===== config.mk =====
export PLATFORM = sky130hd
export DESIGN_NAME = dsi3_receive
export DESIGN_NICKNAME = d
export VERILOG_FILES = /design/src/dsi3_pkg.sv /design/src/dsi3_filter.sv /design/src/dsi3_receive_sampling.sv /design/src/dsi3_symbol_builder.sv /design/src/dsi3_receive_data_collect.sv /design/src/dsi3_receive.sv
export SDC_FILE = /design/constraint.sdc
export NUM_CORES = 1
export LEC_CHECK = 0
export BUFFER_PORTS_ARGS = -buffer_cell sky130_fd_sc_hd__buf_2
export CAP_MARGIN = 30
export CORE_ASPECT_RATIO = 1.5
export CORE_MARGIN = 3
export CORE_UTILIZATION = 59
export CTS_BUF_LIST = sky130_fd_sc_hd__clkbuf_4
export CTS_CLUSTER_SIZE = 14
export DETAILED_ROUTE_END_ITERATION = 8
export PLACE_DENSITY_LB_ADDON = 0.12
export SLEW_MARGIN = 40
export SYNTH_ARGS = -nofsm -noshare
export SYNTH_HDL_FRONTEND = slang
export SYNTH_SLANG_ARGS = --single-unit

===== constraint.sdc =====
create_clock -name clk -period 8.3 [get_ports clk]
set_input_delay 1.245 -clock clk [delete_from_list [all_inputs] [get_ports clk]]
set_output_delay 1.245 -clock clk [all_outputs]
set_load 0.02 [all_outputs]

===== src/dsi3_pkg.sv =====
// Shared DSI3 receive types and timing, all cycle counts assume a 4 MHz clock (4 cycles per us)
package dsi3_pkg;

	// Comparator encoding, MSB is the higher current threshold
	typedef enum logic [1:0] {
		C0 = 2'b00,
		C1 = 2'b01,
		CX = 2'b10,
		C2 = 2'b11
	} dsi3_chip_e;

	// First chip of the triple sits in bits 5:4
	typedef logic [5:0] dsi3_symbol_t;
	typedef logic [3:0] nibble_t;
	typedef logic [31:0] rx_data_t;
	typedef logic [8:0] symbol_count_t;
	typedef logic [1:0] sample_cfg_t;
	// Wide enough for the longest chip of 24 cycles
	typedef logic [4:0] chip_timer_t;

	localparam int CYCLES_PER_US = 4;
	localparam int CHIP_CYCLES_BASE = 3 * CYCLES_PER_US;
	localparam int FILTER_LEN = 4;
	localparam int FILTER_LEN_SHORT = 2;
	localparam int DATA_NIBBLES = 8;

	// Base-3 digit of one chip
	function automatic logic [1:0] chip_digit(input dsi3_chip_e chip);
		case (chip)
			C1: chip_digit = 2'd1;
			C2: chip_digit = 2'd2;
			default: chip_digit = 2'd0;
		endcase
	endfunction

	// Valid triples start with C1 or C2, minus C1C1C1 (13) and C2C2C2 (26)
	function automatic nibble_t decode_symbol(
		input dsi3_symbol_t sym,
		output logic invalid_chip,
		output logic invalid_symbol
	);
		logic [4:0] value;
		logic [1:0] first;
		first = chip_digit(dsi3_chip_e'(sym[5:4]));
		value = 5'd9 * first + 5'd3 * chip_digit(dsi3_chip_e'(sym[3:2]))
			+ chip_digit(dsi3_chip_e'(sym[1:0]));
		invalid_chip = (sym[5:4] == CX) || (sym[3:2] == CX) || (sym[1:0] == CX);
		// C0C0C0 is the end marker, not an error
		invalid_symbol = !invalid_chip
			&& (((first == 2'd0) && (value != 5'd0)) || (value == 5'd13) || (value == 5'd26));
		if (invalid_chip || invalid_symbol || (first == 2'd0)) begin
			decode_symbol = '0;
		end else if (value < 5'd13) begin
			decode_symbol = nibble_t'(value - 5'd9);
		end else begin
			decode_symbol = nibble_t'(value - 5'd10);
		end
	endfunction

endpackage


===== src/dsi3_filter.sv =====
// i_rx is treated as asynchronous, a level shorter than the filter length never reaches the chip output
`timescale 1ns/1ps
module dsi3_filter (
	input  logic                 clk,
	input  logic                 i_rst,
	input  logic [1:0]           i_rx,
	input  logic                 i_shorter_filter,
	output dsi3_pkg::dsi3_chip_e o_chip_filtered,
	output logic [1:0]           o_rx_filtered,
	output logic [1:0]           o_rx_test
);

	logic [1:0] rx_meta;
	logic [1:0] rx_sync;
	logic [1:0] rx_hold;
	logic [2:0] stable_cnt;
	logic [2:0] stable_now;
	logic [2:0] filter_len;

	// Cycles the synchronized value has held, including this one
	always_comb begin
		if (i_shorter_filter) begin
			filter_len = 3'(dsi3_pkg::FILTER_LEN_SHORT);
		end else begin
			filter_len = 3'(dsi3_pkg::FILTER_LEN);
		end
		if (rx_sync != rx_hold) begin
			stable_now = 3'd1;
		end else if (stable_cnt >= filter_len) begin
			// Saturate so a long stable level cannot wrap
			stable_now = filter_len;
		end else begin
			stable_now = stable_cnt + 3'd1;
		end
	end

	always_ff @(posedge clk) begin
		if (i_rst) begin
			rx_meta <= '0;
			rx_sync <= '0;
			rx_hold <= '0;
			stable_cnt <= '0;
			o_chip_filtered <= dsi3_pkg::C0;
		end else begin
			rx_meta <= i_rx;
			rx_sync <= rx_meta;
			rx_hold <= rx_sync;
			stable_cnt <= stable_now;
			if (stable_now >= filter_len) begin
				o_chip_filtered <= dsi3_pkg::dsi3_chip_e'(rx_sync);
			end
		end
	end

	assign o_rx_test = rx_sync;

	// Thermometer code, CX shows as no current
	assign o_rx_filtered[0] = (o_chip_filtered == dsi3_pkg::C1)
		|| (o_chip_filtered == dsi3_pkg::C2);
	assign o_rx_filtered[1] = (o_chip_filtered == dsi3_pkg::C2);

endmodule


===== src/dsi3_receive_sampling.sv =====
// Chip time follows i_sample_cfg, which must stay constant while a response is being received
`timescale 1ns/1ps
module dsi3_receive_sampling (
	input  logic                  clk,
	input  logic                  i_rst,
	input  logic                  i_enable,
	input  dsi3_pkg::sample_cfg_t i_sample_cfg,
	input  logic                  i_stop_receiving,
	input  dsi3_pkg::dsi3_chip_e  i_chip,
	output dsi3_pkg::dsi3_chip_e  o_chip,
	output logic                  o_chip_ready,
	output logic                  o_receiving,
	output logic                  o_rec_start_tick
);

	typedef enum logic [1:0] {
		IDLE,
		FIRST_HALF,
		RUN
	} state_e;

	state_e state;
	dsi3_pkg::chip_timer_t timer;
	dsi3_pkg::chip_timer_t period;
	dsi3_pkg::chip_timer_t half_period;
	logic sample_now;

	// 3 us plus 1 us per cfg step
	always_comb begin
		period = dsi3_pkg::chip_timer_t'(dsi3_pkg::CHIP_CYCLES_BASE)
			+ dsi3_pkg::chip_timer_t'(i_sample_cfg)
			* dsi3_pkg::chip_timer_t'(dsi3_pkg::CYCLES_PER_US);
		half_period = period >> 1;
	end

	assign o_rec_start_tick = (state == IDLE) && i_enable && (i_chip != dsi3_pkg::C0);
	assign o_receiving = (state != IDLE);
	assign sample_now = (state != IDLE) && (timer == '0);

	always_ff @(posedge clk) begin
		if (i_rst || !i_enable) begin
			state <= IDLE;
			timer <= '0;
			o_chip_ready <= 1'b0;
		end else begin
			o_chip_ready <= 1'b0;
			case (state)
				IDLE: begin
					if (o_rec_start_tick) begin
						// First strobe lands half a chip after start
						timer <= half_period - 5'd2;
						state <= FIRST_HALF;
					end
				end
				FIRST_HALF, RUN: begin
					if (i_stop_receiving) begin
						state <= IDLE;
					end else if (timer == '0) begin
						o_chip_ready <= 1'b1;
						timer <= period - 5'd1;
						state <= RUN;
					end else begin
						timer <= timer - 5'd1;
					end
				end
				default: begin
					state <= IDLE;
				end
			endcase
		end
	end

	// Sampled level, valid with o_chip_ready
	always_ff @(posedge clk) begin
		if (sample_now) begin
			o_chip <= i_chip;
		end
	end

endmodule


===== src/dsi3_symbol_builder.sv =====
// Symbol outputs are valid only in the cycle of o_symbol_ready
`timescale 1ns/1ps
module dsi3_symbol_builder (
	input  logic                 clk,
	input  logic                 i_rst,
	input  logic                 i_enable,
	input  logic                 i_stop_receiving,
	input  dsi3_pkg::dsi3_chip_e i_chip,
	input  logic                 i_chip_ready,
	output logic                 o_symbol_ready,
	output dsi3_pkg::nibble_t    o_nibble,
	output logic                 o_symbol_error,
	output logic                 o_end_marker
);

	dsi3_pkg::dsi3_symbol_t sym_q;
	logic [1:0] phase;
	logic invalid_chip;
	logic invalid_symbol;

	// Phase counts chips within the current triple
	always_ff @(posedge clk) begin
		if (i_rst || !i_enable || i_stop_receiving) begin
			phase <= '0;
			o_symbol_ready <= 1'b0;
		end else begin
			o_symbol_ready <= i_chip_ready && (phase == 2'd2);
			if (i_chip_ready) begin
				if (phase == 2'd2) begin
					phase <= '0;
				end else begin
					phase <= phase + 2'd1;
				end
			end
		end
	end

	// Oldest chip ends up in the top bits
	always_ff @(posedge clk) begin
		if (i_chip_ready) begin
			sym_q <= {sym_q[3:0], i_chip};
		end
	end

	always_comb begin
		o_nibble = dsi3_pkg::decode_symbol(sym_q, invalid_chip, invalid_symbol);
		o_symbol_error = invalid_chip || invalid_symbol;
		o_end_marker = (sym_q == {3{dsi3_pkg::C0}});
	end

endmodule


===== src/dsi3_receive_data_collect.sv =====
// Keeps only the last 8 nibbles, a response ends on end marker, timeout or 511 symbols
`timescale 1ns/1ps
module dsi3_receive_data_collect (
	input  logic                    clk,
	input  logic                    i_rst,
	input  logic                    i_enable_receiver,
	input  logic                    i_rec_start_tick,
	input  logic                    i_symbol_ready,
	input  dsi3_pkg::nibble_t       i_nibble,
	input  logic                    i_symbol_error,
	input  logic                    i_end_marker,
	input  logic                    i_receive_time_out,
	output logic                    o_stop_receiving,
	output logic                    o_received_data,
	output logic                    o_response_finished,
	output logic                    o_symbol_error_set,
	output dsi3_pkg::rx_data_t      o_data,
	output dsi3_pkg::symbol_count_t o_symbol_count,
	output logic                    o_symbol_count_overflow
);

	logic active;
	logic symbol_valid;
	logic count_full;
	logic end_event;
	dsi3_pkg::symbol_count_t count_next;

	always_comb begin
		symbol_valid = active && i_symbol_ready && !i_symbol_error && !i_end_marker;
		count_next = o_symbol_count;
		if (symbol_valid) begin
			count_next = o_symbol_count + 1'b1;
		end
		count_full = symbol_valid && (count_next == '1);
		// Only a started response can be ended
		end_event = active
			&& ((i_symbol_ready && i_end_marker) || i_receive_time_out || count_full);
	end

	always_ff @(posedge clk) begin
		if (i_rst || !i_enable_receiver) begin
			active <= 1'b0;
			o_response_finished <= 1'b0;
			o_received_data <= 1'b0;
			o_symbol_error_set <= 1'b0;
			o_symbol_count <= '0;
			o_symbol_count_overflow <= 1'b0;
			o_data <= '0;
		end else begin
			o_response_finished <= end_event;
			o_received_data <= end_event && (count_next != '0);
			o_symbol_error_set <= active && i_symbol_ready && i_symbol_error;
			if (i_rec_start_tick) begin
				active <= 1'b1;
				o_symbol_count <= '0;
				o_symbol_count_overflow <= 1'b0;
				o_data <= '0;
			end else begin
				if (end_event) begin
					active <= 1'b0;
				end
				if (symbol_valid) begin
					o_symbol_count <= count_next;
					// Newest nibble enters at the bottom
					o_data <= {o_data[(dsi3_pkg::DATA_NIBBLES - 1) * 4 - 1:0], i_nibble};
				end
				if (count_full) begin
					o_symbol_count_overflow <= 1'b1;
				end
			end
		end
	end

	// Stop goes out together with the finish pulse
	assign o_stop_receiving = o_response_finished;

endmodule


===== src/dsi3_receive.sv =====
// DSI3 master receive path, assumes clk runs at 4 cycles per us and i_rx is asynchronous
`timescale 1ns/1ps
module dsi3_receive (
	input  logic                    clk,
	input  logic                    i_rst,
	input  logic                    i_enable_receiver,
	// MSB is the higher current comparator
	input  logic [1:0]              i_rx,
	// Chip time 3 us + cfg
	input  dsi3_pkg::sample_cfg_t   i_sample_cfg,
	input  logic                    i_receive_time_out,
	output logic                    o_rec_pending,
	output logic                    o_received_data,
	output logic                    o_symbol_error_set,
	output logic                    o_response_finished,
	output dsi3_pkg::rx_data_t      o_data,
	output logic [1:0]              o_rx_test,
	output logic [1:0]              o_rx_filtered,
	output dsi3_pkg::symbol_count_t o_symbol_count,
	output logic                    o_symbol_count_overflow,
	output logic                    o_receiving_started_tick
);

	dsi3_pkg::dsi3_chip_e chip_filtered;
	dsi3_pkg::dsi3_chip_e chip_sampled;
	logic chip_ready;
	logic rec_start_tick;
	logic stop_receiving;
	logic symbol_ready;
	dsi3_pkg::nibble_t nibble;
	logic symbol_error;
	logic end_marker;

	dsi3_filter dsi3_filter_inst (
		.clk              (clk),
		.i_rst            (i_rst),
		.i_rx             (i_rx),
		.i_shorter_filter (i_sample_cfg == '0),
		.o_chip_filtered  (chip_filtered),
		.o_rx_filtered    (o_rx_filtered),
		.o_rx_test        (o_rx_test)
	);

	dsi3_receive_sampling dsi3_receive_sampling_inst (
		.clk              (clk),
		.i_rst            (i_rst),
		.i_enable         (i_enable_receiver),
		.i_sample_cfg     (i_sample_cfg),
		.i_stop_receiving (stop_receiving),
		.i_chip           (chip_filtered),
		.o_chip           (chip_sampled),
		.o_chip_ready     (chip_ready),
		.o_receiving      (o_rec_pending),
		.o_rec_start_tick (rec_start_tick)
	);

	assign o_receiving_started_tick = rec_start_tick;

	dsi3_symbol_builder dsi3_symbol_builder_inst (
		.clk              (clk),
		.i_rst            (i_rst),
		.i_enable         (i_enable_receiver),
		.i_stop_receiving (stop_receiving),
		.i_chip           (chip_sampled),
		.i_chip_ready     (chip_ready),
		.o_symbol_ready   (symbol_ready),
		.o_nibble         (nibble),
		.o_symbol_error   (symbol_error),
		.o_end_marker     (end_marker)
	);

	dsi3_receive_data_collect dsi3_receive_data_collect_inst (
		.clk                     (clk),
		.i_rst                   (i_rst),
		.i_enable_receiver       (i_enable_receiver),
		.i_rec_start_tick        (rec_start_tick),
		.i_symbol_ready          (symbol_ready),
		.i_nibble                (nibble),
		.i_symbol_error          (symbol_error),
		.i_end_marker            (end_marker),
		.i_receive_time_out      (i_receive_time_out),
		.o_stop_receiving        (stop_receiving),
		.o_received_data         (o_received_data),
		.o_response_finished     (o_response_finished),
		.o_symbol_error_set      (o_symbol_error_set),
		.o_data                  (o_data),
		.o_symbol_count          (o_symbol_count),
		.o_symbol_count_overflow (o_symbol_count_overflow)
	);

endmodule


**After elaboration in Yosys (flattened, before gate mapping)**

Index checks and enable logic that the tools add are counted.

- Eq/ne operators: 21
- Shift-type cells: 0
- $lt $le $gt $ge: 3
- Divide/modulo/power cells: 0
- Reductions and logical operators: 45
- Bitwise logic cells: 1
- Mux-type cells: 21
- Add/sub/neg operators: 11
- $mul: 2

Operator list:

| cell | count |
|---|---|
| equality test 2 bit, second input constant | 9 |
| one-hot mux 2 bit (2 select lines) | 4 |
| two-way mux 5 bit | 3 |
| logical AND 1 bit | 14 |
| logical OR 1 bit | 11 |
| equality test 2 x 1 -> 1 bit, second input constant | 5 |
| one-hot mux 5 bit (2 select lines) | 1 |
| subtractor 5 x 1 -> 5 bit, second input constant | 2 |
| adder 9 x 1 -> 9 bit, second input constant | 1 |
| equality test 9 bit, second input constant | 1 |
| two-way mux 3 bit | 3 |
| two-way mux 9 bit | 1 |
| nonzero test 9 bit | 1 |
| two-way mux 2 bit | 4 |
| two-way mux 4 bit | 2 |
| nonzero test 2 bit | 4 |
| subtractor 4 bit, second input constant | 2 |
| >= comparator 3 bit | 2 |
| zero test 2 bit | 3 |
| zero test 6 bit | 1 |
| adder 4 x 4 -> 5 bit, first input constant | 1 |
| adder 5 x 2 -> 5 bit | 1 |
| adder 5 x 4 -> 5 bit | 1 |
| equality test 5 x 4 -> 1 bit, second input constant | 1 |
| 19 further kinds | 26 |

- Bits in latches: 0
- Memory bits (read-only): 0
- Register bits: 76
- Memory bits (writable): 0
- Logic and storage cells: 123
- Memories kept: 0

**Depth between registers and ports, before layout**

- Word-level depth: 21
- Gate-level depth with buffers: 16
- Depth with buffers taken out: 15

**Modules after synthesis**

From an unflattened synthesis, not the netlist that was laid out.

- Cells, all modules: 457
- Area, all modules: 3953.8 µm²

By module, submodules not included:

| module | instances | cells an instance | area an instance (µm²) | seq. area each (µm²) |
|---|---|---|---|---|
| dsi3_receive_data_collect | 1 | 231 | 1871.8 | 920.9 |
| dsi3_symbol_builder | 1 | 100 | 894.6 | 240.2 |
| dsi3_receive_sampling | 1 | 73 | 616.8 | 220.2 |
| dsi3_filter | 1 | 52 | 566.8 | 220.2 |
| dsi3_receive | 1 | 1 | 3.8 | 0.0 |

**Worst setup path after synthesis**

Ideal clock, no wire load.

- Kind: register to register
- Start: register dsi3_symbol_builder_inst.sym_q[4]
- End: register dsi3_receive_data_collect_inst.o_symbol_count[8]
- Data arrival time: 3938 ps
- Path slack: 4234 ps
- Setup time: 128 ps
- Required time: 8172 ps
- Clock period less this slack: 4066 ps
- Cell stages (with the launch flop): 17
- Cell sequence: edfxtp_1 -> inv_1 -> nor2_1 -> fa_1 -> inv_1 -> fa_1 -> fa_1 -> inv_1 -> ha_1 -> nand2_1 -> a211oi_1 -> or4b_1 -> a211oi_2 -> buf_6 -> nand4_1 -> xor2_1 -> nor2_1

- Word-level cells in the longest chain between the ends: 15
- Elaborated cells on any way between the ends: 25
- Classes of those cells: add/sub (2); mul (1); eq/ne (5); mux (2); reduce/logical (15)

RTL lines:

| item | line | source |
|---|---|---|
| start: declaration | dsi3_symbol_builder.sv:16 | `dsi3_pkg::dsi3_symbol_t sym_q;` |
| start signal: assignment | dsi3_symbol_builder.sv:41 | `sym_q <= {sym_q[3:0], i_chip};` |
| equality test 2 bit or equality test 2 x 1 -> 1 bit (tied branches) | dsi3_pkg.sv:29 | `case (chip)` |
| one-hot mux 2 bit (2 select lines) | dsi3_pkg.sv:29 |  |
| multiplier 4 x 2 -> 5 bit | dsi3_pkg.sv:45 | `value = 5'd9 * first + 5'd3 * chip_digit(dsi3_chip_e'(sym[3:2]))` |
| adder 5 x 4 -> 5 bit | dsi3_pkg.sv:45 |  |
| adder 5 x 2 -> 5 bit | dsi3_pkg.sv:46 | `+ chip_digit(dsi3_chip_e'(sym[1:0]));` |
| nonzero test 5 bit | dsi3_pkg.sv:50 | `&& (((first == 2'd0) && (value != 5'd0)) \|\| (value == 5'd13) \|\| (value == 5'd26));` |
| logical AND 1 bit | dsi3_pkg.sv:50 |  |
| logical OR 1 bit (2 in series) | dsi3_pkg.sv:50 |  |
| logical AND 1 bit | dsi3_pkg.sv:50 |  |
| logical OR 1 bit | dsi3_symbol_builder.sv:47 | `o_symbol_error = invalid_chip \|\| invalid_symbol;` |
| zero test 1 bit | dsi3_receive_data_collect.sv:29 | `symbol_valid = active && i_symbol_ready && !i_symbol_error && !i_end_marker;` |
| logical AND 1 bit | dsi3_receive_data_collect.sv:29 |  |
| logical AND 1 bit (*) | dsi3_receive_data_collect.sv:29 |  |
| two-way mux 9 bit | dsi3_receive_data_collect.sv:31 | `if (symbol_valid) begin` |
| end signal: assignment | dsi3_receive_data_collect.sv:63 | `o_symbol_count <= count_next;` |
| end: declaration | dsi3_receive_data_collect.sv:18 | `output dsi3_pkg::symbol_count_t o_symbol_count,` |

Mark *: on every way between the ends. The rest lies on a longest branch, timed or not.
A chain may end at the register's enable or synchronous reset.

**Final worst setup path**

- Start: register dsi3_symbol_builder_inst.sym_q[4]
- End: register dsi3_receive_data_collect_inst.active

- Word-level cells in the longest chain between the ends: 20
- Elaborated cells on any way between the ends: 32
- Classes of those cells: add/sub (2); mul (1); eq/ne (6); mux (2); reduce/logical (21)

RTL lines:

| item | line | source |
|---|---|---|
| equality test 2 bit or equality test 2 x 1 -> 1 bit (tied branches) | dsi3_pkg.sv:29 |  |
| one-hot mux 2 bit (2 select lines) | dsi3_pkg.sv:29 |  |
| multiplier 4 x 2 -> 5 bit | dsi3_pkg.sv:45 |  |
| adder 5 x 4 -> 5 bit | dsi3_pkg.sv:45 |  |
| adder 5 x 2 -> 5 bit | dsi3_pkg.sv:46 |  |
| nonzero test 5 bit | dsi3_pkg.sv:50 |  |
| logical AND 1 bit | dsi3_pkg.sv:50 |  |
| logical OR 1 bit (2 in series) | dsi3_pkg.sv:50 |  |
| [... 2 more ...] | n/a |  |
| zero test 1 bit | dsi3_receive_data_collect.sv:29 |  |
| logical AND 1 bit (2 in series) | dsi3_receive_data_collect.sv:29 |  |
| two-way mux 9 bit | dsi3_receive_data_collect.sv:31 |  |
| equality test 9 bit | dsi3_receive_data_collect.sv:34 | `count_full = symbol_valid && (count_next == '1);` |
| logical AND 1 bit | dsi3_receive_data_collect.sv:34 |  |
| logical OR 1 bit (*) | dsi3_receive_data_collect.sv:37 | `&& ((i_symbol_ready && i_end_marker) \|\| i_receive_time_out \|\| count_full);` |
| logical AND 1 bit (*) | dsi3_receive_data_collect.sv:37 |  |
| nonzero test 2 bit (no line) (*) | n/a |  |
| end signal: assignment | dsi3_receive_data_collect.sv:42 | `active <= 1'b0;` |
| end signal: assignment | dsi3_receive_data_collect.sv:54 | `active <= 1'b1;` |
| end signal: assignment | dsi3_receive_data_collect.sv:60 | `active <= 1'b0;` |
| end: declaration | dsi3_receive_data_collect.sv:22 | `logic active;` |

Marks and branches as above.

==> flow_metrics.py <==
metrics = {
    "status": {
        "status": "finished clean",
    },
    "clock_network": {
        "max-clock-path-buffers": 2,
        "cts_sinks": 76,
        "clkTransAtPathRegs_ns": 0.13,
        "root_buffer": "clkbuf_4",
        "numCtsBuffers": 9,
        "cts_tree": "built",
        "cts-htree-levels": 3,
        "hold_buffers": 0,
        "cts_setup_buffers": 0,
        "ctsResizeCount": 0,
        "clk_latency_ns": 0.41,
    },
    "logic_synthesis": {
        "synth_area_leaders": "dfxtp_1 (36%), nand2_1 (8.5%), edfxtp_1 (6.4%), a21oi_1 (6.3%), ha_1 (6.0%)",
        "yosysMostFrequentCell": "nand2_1",
        "synth_nets": 472,
        "synth_common_cells": "nand2_1 (85), dfxtp_1 (68), a21oi_1 (47)",
        "synthCells": 442,
        "synth_top_area_frac": 0.362,
        "ys.flop_type": "dfxtp_1",
        "synth_top_area_cell": "dfxtp_1",
        "netlist_area_um2": 3760,
        "synth-seq-area-share": 0.426,
        "async_flop_share": 0,
        "synth_edf_count": 8,
        "avgSynthCellArea_um2": 8.51,
        "synth.distinct_cells": 55,
        "synth-seq-cells": 76,
        "yosys_warnings": 0,
    },
    "flow_run": {
        "cap_violations": 0,
    },
    "detailed_routing": {
        "drc": 0,
        "wirelength_um": 7700,
        "final_antenna_net_count": 0,
        "vias": 3103,
        "post_drt_wl_per_cell_um": 13.5,
        "firstDrtPassIters": 4,
        "viasPerCell": 5.44,
        "drt-initial-drc-count": 125,
    },
    "worst_setup_path": {
        "crit_type": "flop to flop",
        "cp_max_fo": 22,
        "arrival_ns": 5.29,
        "cp-end-kind": "flop",
        "cp.required_ns": 8.61,
        "startpoint_type": "flop",
    },
    "cells_and_area": {
        "area_growth_pct": 11.5,
        "antenna_cells": 0,
        "final_nets": 522,
        "drive_gt1_frac": 0.165,
    },
    "power_and_ir_drop": {
        "powerDensity_nw_per_um2": 157,
        "clock_power_share": 0.339,
        "sequentialPowerShare": 0.577,
        "pwr-share-comb": 0.084,
        "p_int_uw": 489,
        "switching_power_uw": 169,
        "max-vdd-ir-drop_uv": 123,
        "switching_share": 0.257,
        "p_leak_nw": 1.74,
    },
    "sta": {
        "fin_crit_ns": 4.98,
        "skew_ns": 0.0139,
        "post-route-period-util": 0.600,
        "max_freq_ghz": 0.201,
        "worstMarginPinSlew_ns": 0.613,
        "setup_tns_ns": 0,
        "hold_violations": 0,
        "drv_slew": 0,
        "rsz0062_at_grt": "no",
        "relSlewSlack": 0.581,
        "fin_hold_ws_ns": 0.446,
        "setup_violations": 0,
    },
    "grt": {
        "grt.total_usage": 0.212,
        "grt_pass1_wl_um": 12900,
        "antenna_found_initial": 0,
        "grt_pass1_vias": 2986,
        "grt_overflow": 0,
        "grt_max_degree": 43,
    },
    "die": {
        "die_width_um": 71.2,
        "die_h_um": 104,
        "die_area_um2": 7390,
        "num_rows": 35,
        "start_util": 0.609,
        "core_area_um2": 6170,
        "ios": 59,
    },
    "min_path": {
        "hp-class": "flop to flop",
    },
    "placed_design": {
        "io_buffers": 58,
        "hpwl_um": 5680,
        "gp_congestion": 0.854,
    },
}
## state kept, by name, indices dropped and copies added, names as in the netlist, 3 cells and up
signal	cells
dsi3_filter_inst.stable_cnt	3
dsi3_receive_data_collect_inst.o_data	32
dsi3_receive_data_collect_inst.o_symbol_count	9
dsi3_symbol_builder_inst.sym_q	6
dsi3_receive_sampling_inst.timer	5
## kinds of logic (layout without fill, tap and decap cells)
| kind of cell | after synthesis | in the layout | share of synthesized area |
|---|---|---|---|
| compound gates | 89 | 89 | 0.150 |
| flops | 76 | 76 | 0.426 |
| simple gates | 174 | 174 | 0.215 |
| buf+inv | 52 | 106 | 0.0595 |
| xor+xnor | 24 | 24 | 0.0559 |
| fa+ha+maj | 22 | 22 | 0.0812 |
| mux | 5 | 5 | 0.0133 |
## path summary, 6_finish.rpt
kind                                                                      from                                            endpoint  cells after the start  slack, ns
worst max-delay path               dsi3_symbol_builder_inst.sym_q[4]$_DFFE_PP_  dsi3_receive_data_collect_inst.active$_SDFFE_PP0P_                     14       3.32
worst min-delay path            dsi3_receive_sampling_inst.o_chip[0]$_DFFE_PP_         dsi3_symbol_builder_inst.sym_q[0]$_DFFE_PP_                      0       0.45
worst max register to register     dsi3_symbol_builder_inst.sym_q[4]$_DFFE_PP_  dsi3_receive_data_collect_inst.active$_SDFFE_PP0P_                     14       3.32
worst min register to register  dsi3_receive_sampling_inst.o_chip[0]$_DFFE_PP_         dsi3_symbol_builder_inst.sym_q[0]$_DFFE_PP_                      0       0.45
## layout make-up
class                      instances  area, µm²
timing repair buffer              61        313
tap                               74       92.6
fill                             525       1980
clock buffer                       9       67.6
clock inverter                     6       65.1
sequential                        76       1600
inverter                          30        113
multi-input combinational        314       1940
## power by group through the flow
stage	logic, mW	registers (mW)	clock network, mW
2_1_floorplan	0.0423	0.387	0
3_3_place_gp	0.0529	0.388	0
3_5_place_dp	0.0553	0.388	0
4_1_cts	0.0555	0.380	0.228
5_1_grt	0.0623	0.381	0.243
6_report	0.0553	0.380	0.223
## layer usage
layer	vias up	global-route usage	part of all wire
li1	1597	-	-
met1	1435	0.239	0.41
met2	61	0.374	0.53
met3	10	0.0602	0.048
met4	0	0.0726	0.015
met5	-	0	0
## cell usage in the layout (no fill, tap or decap), drive strengths merged, types with 2 or more instances in the layout
master and n:
a21o 2, o21ai 7, clkbuf 9, clkinv 3, a2111oi 2, o221ai 2
and3 5, inv 31, o211ai 4, a21oi 47, ha 18, a31o 3
edfxtp 8, a211oi 6, buf 61, xor2 11, mux2i 5, nor2 27
dfxtp 68, a211o 3, nor3 11, nor2b 12, xnor2 13, fa 4
nand3 10, nand3b 3, nand2b 7, nand2 85, o22ai 2, nand4 2
and2 4, a22oi 2
## worst max-delay path: stages, from the launching register on
cell and delay, ns:
edfxtp_1 0.52, inv_1 0.14, nor2_1 0.09, fa_1 0.55, inv_1 0.05, fa_1 0.45
fa_1 0.48, or3b_1 0.43, a2111oi_2 0.41, o2111ai_1 0.26, a211o_1 0.59, buf_4 0.32
nor3_1 0.25, o21ai_1 0.13, a31o_2 0.21
## metrics by stage
step	power, mW	setup slack (ns)	util	instance area [µm²]	cells
floorplan	0.430	4.23	-	3760	442
global placement	0.441	3.49	0.658	4060	555
detailed placement	0.443	3.34	0.658	4060	555
CTS	0.664	3.32	0.679	4200	570
global route	0.686	2.93	0.679	4200	570
finish	0.658	3.32	0.679	4200	570
(Power assumes the default switching activity.)
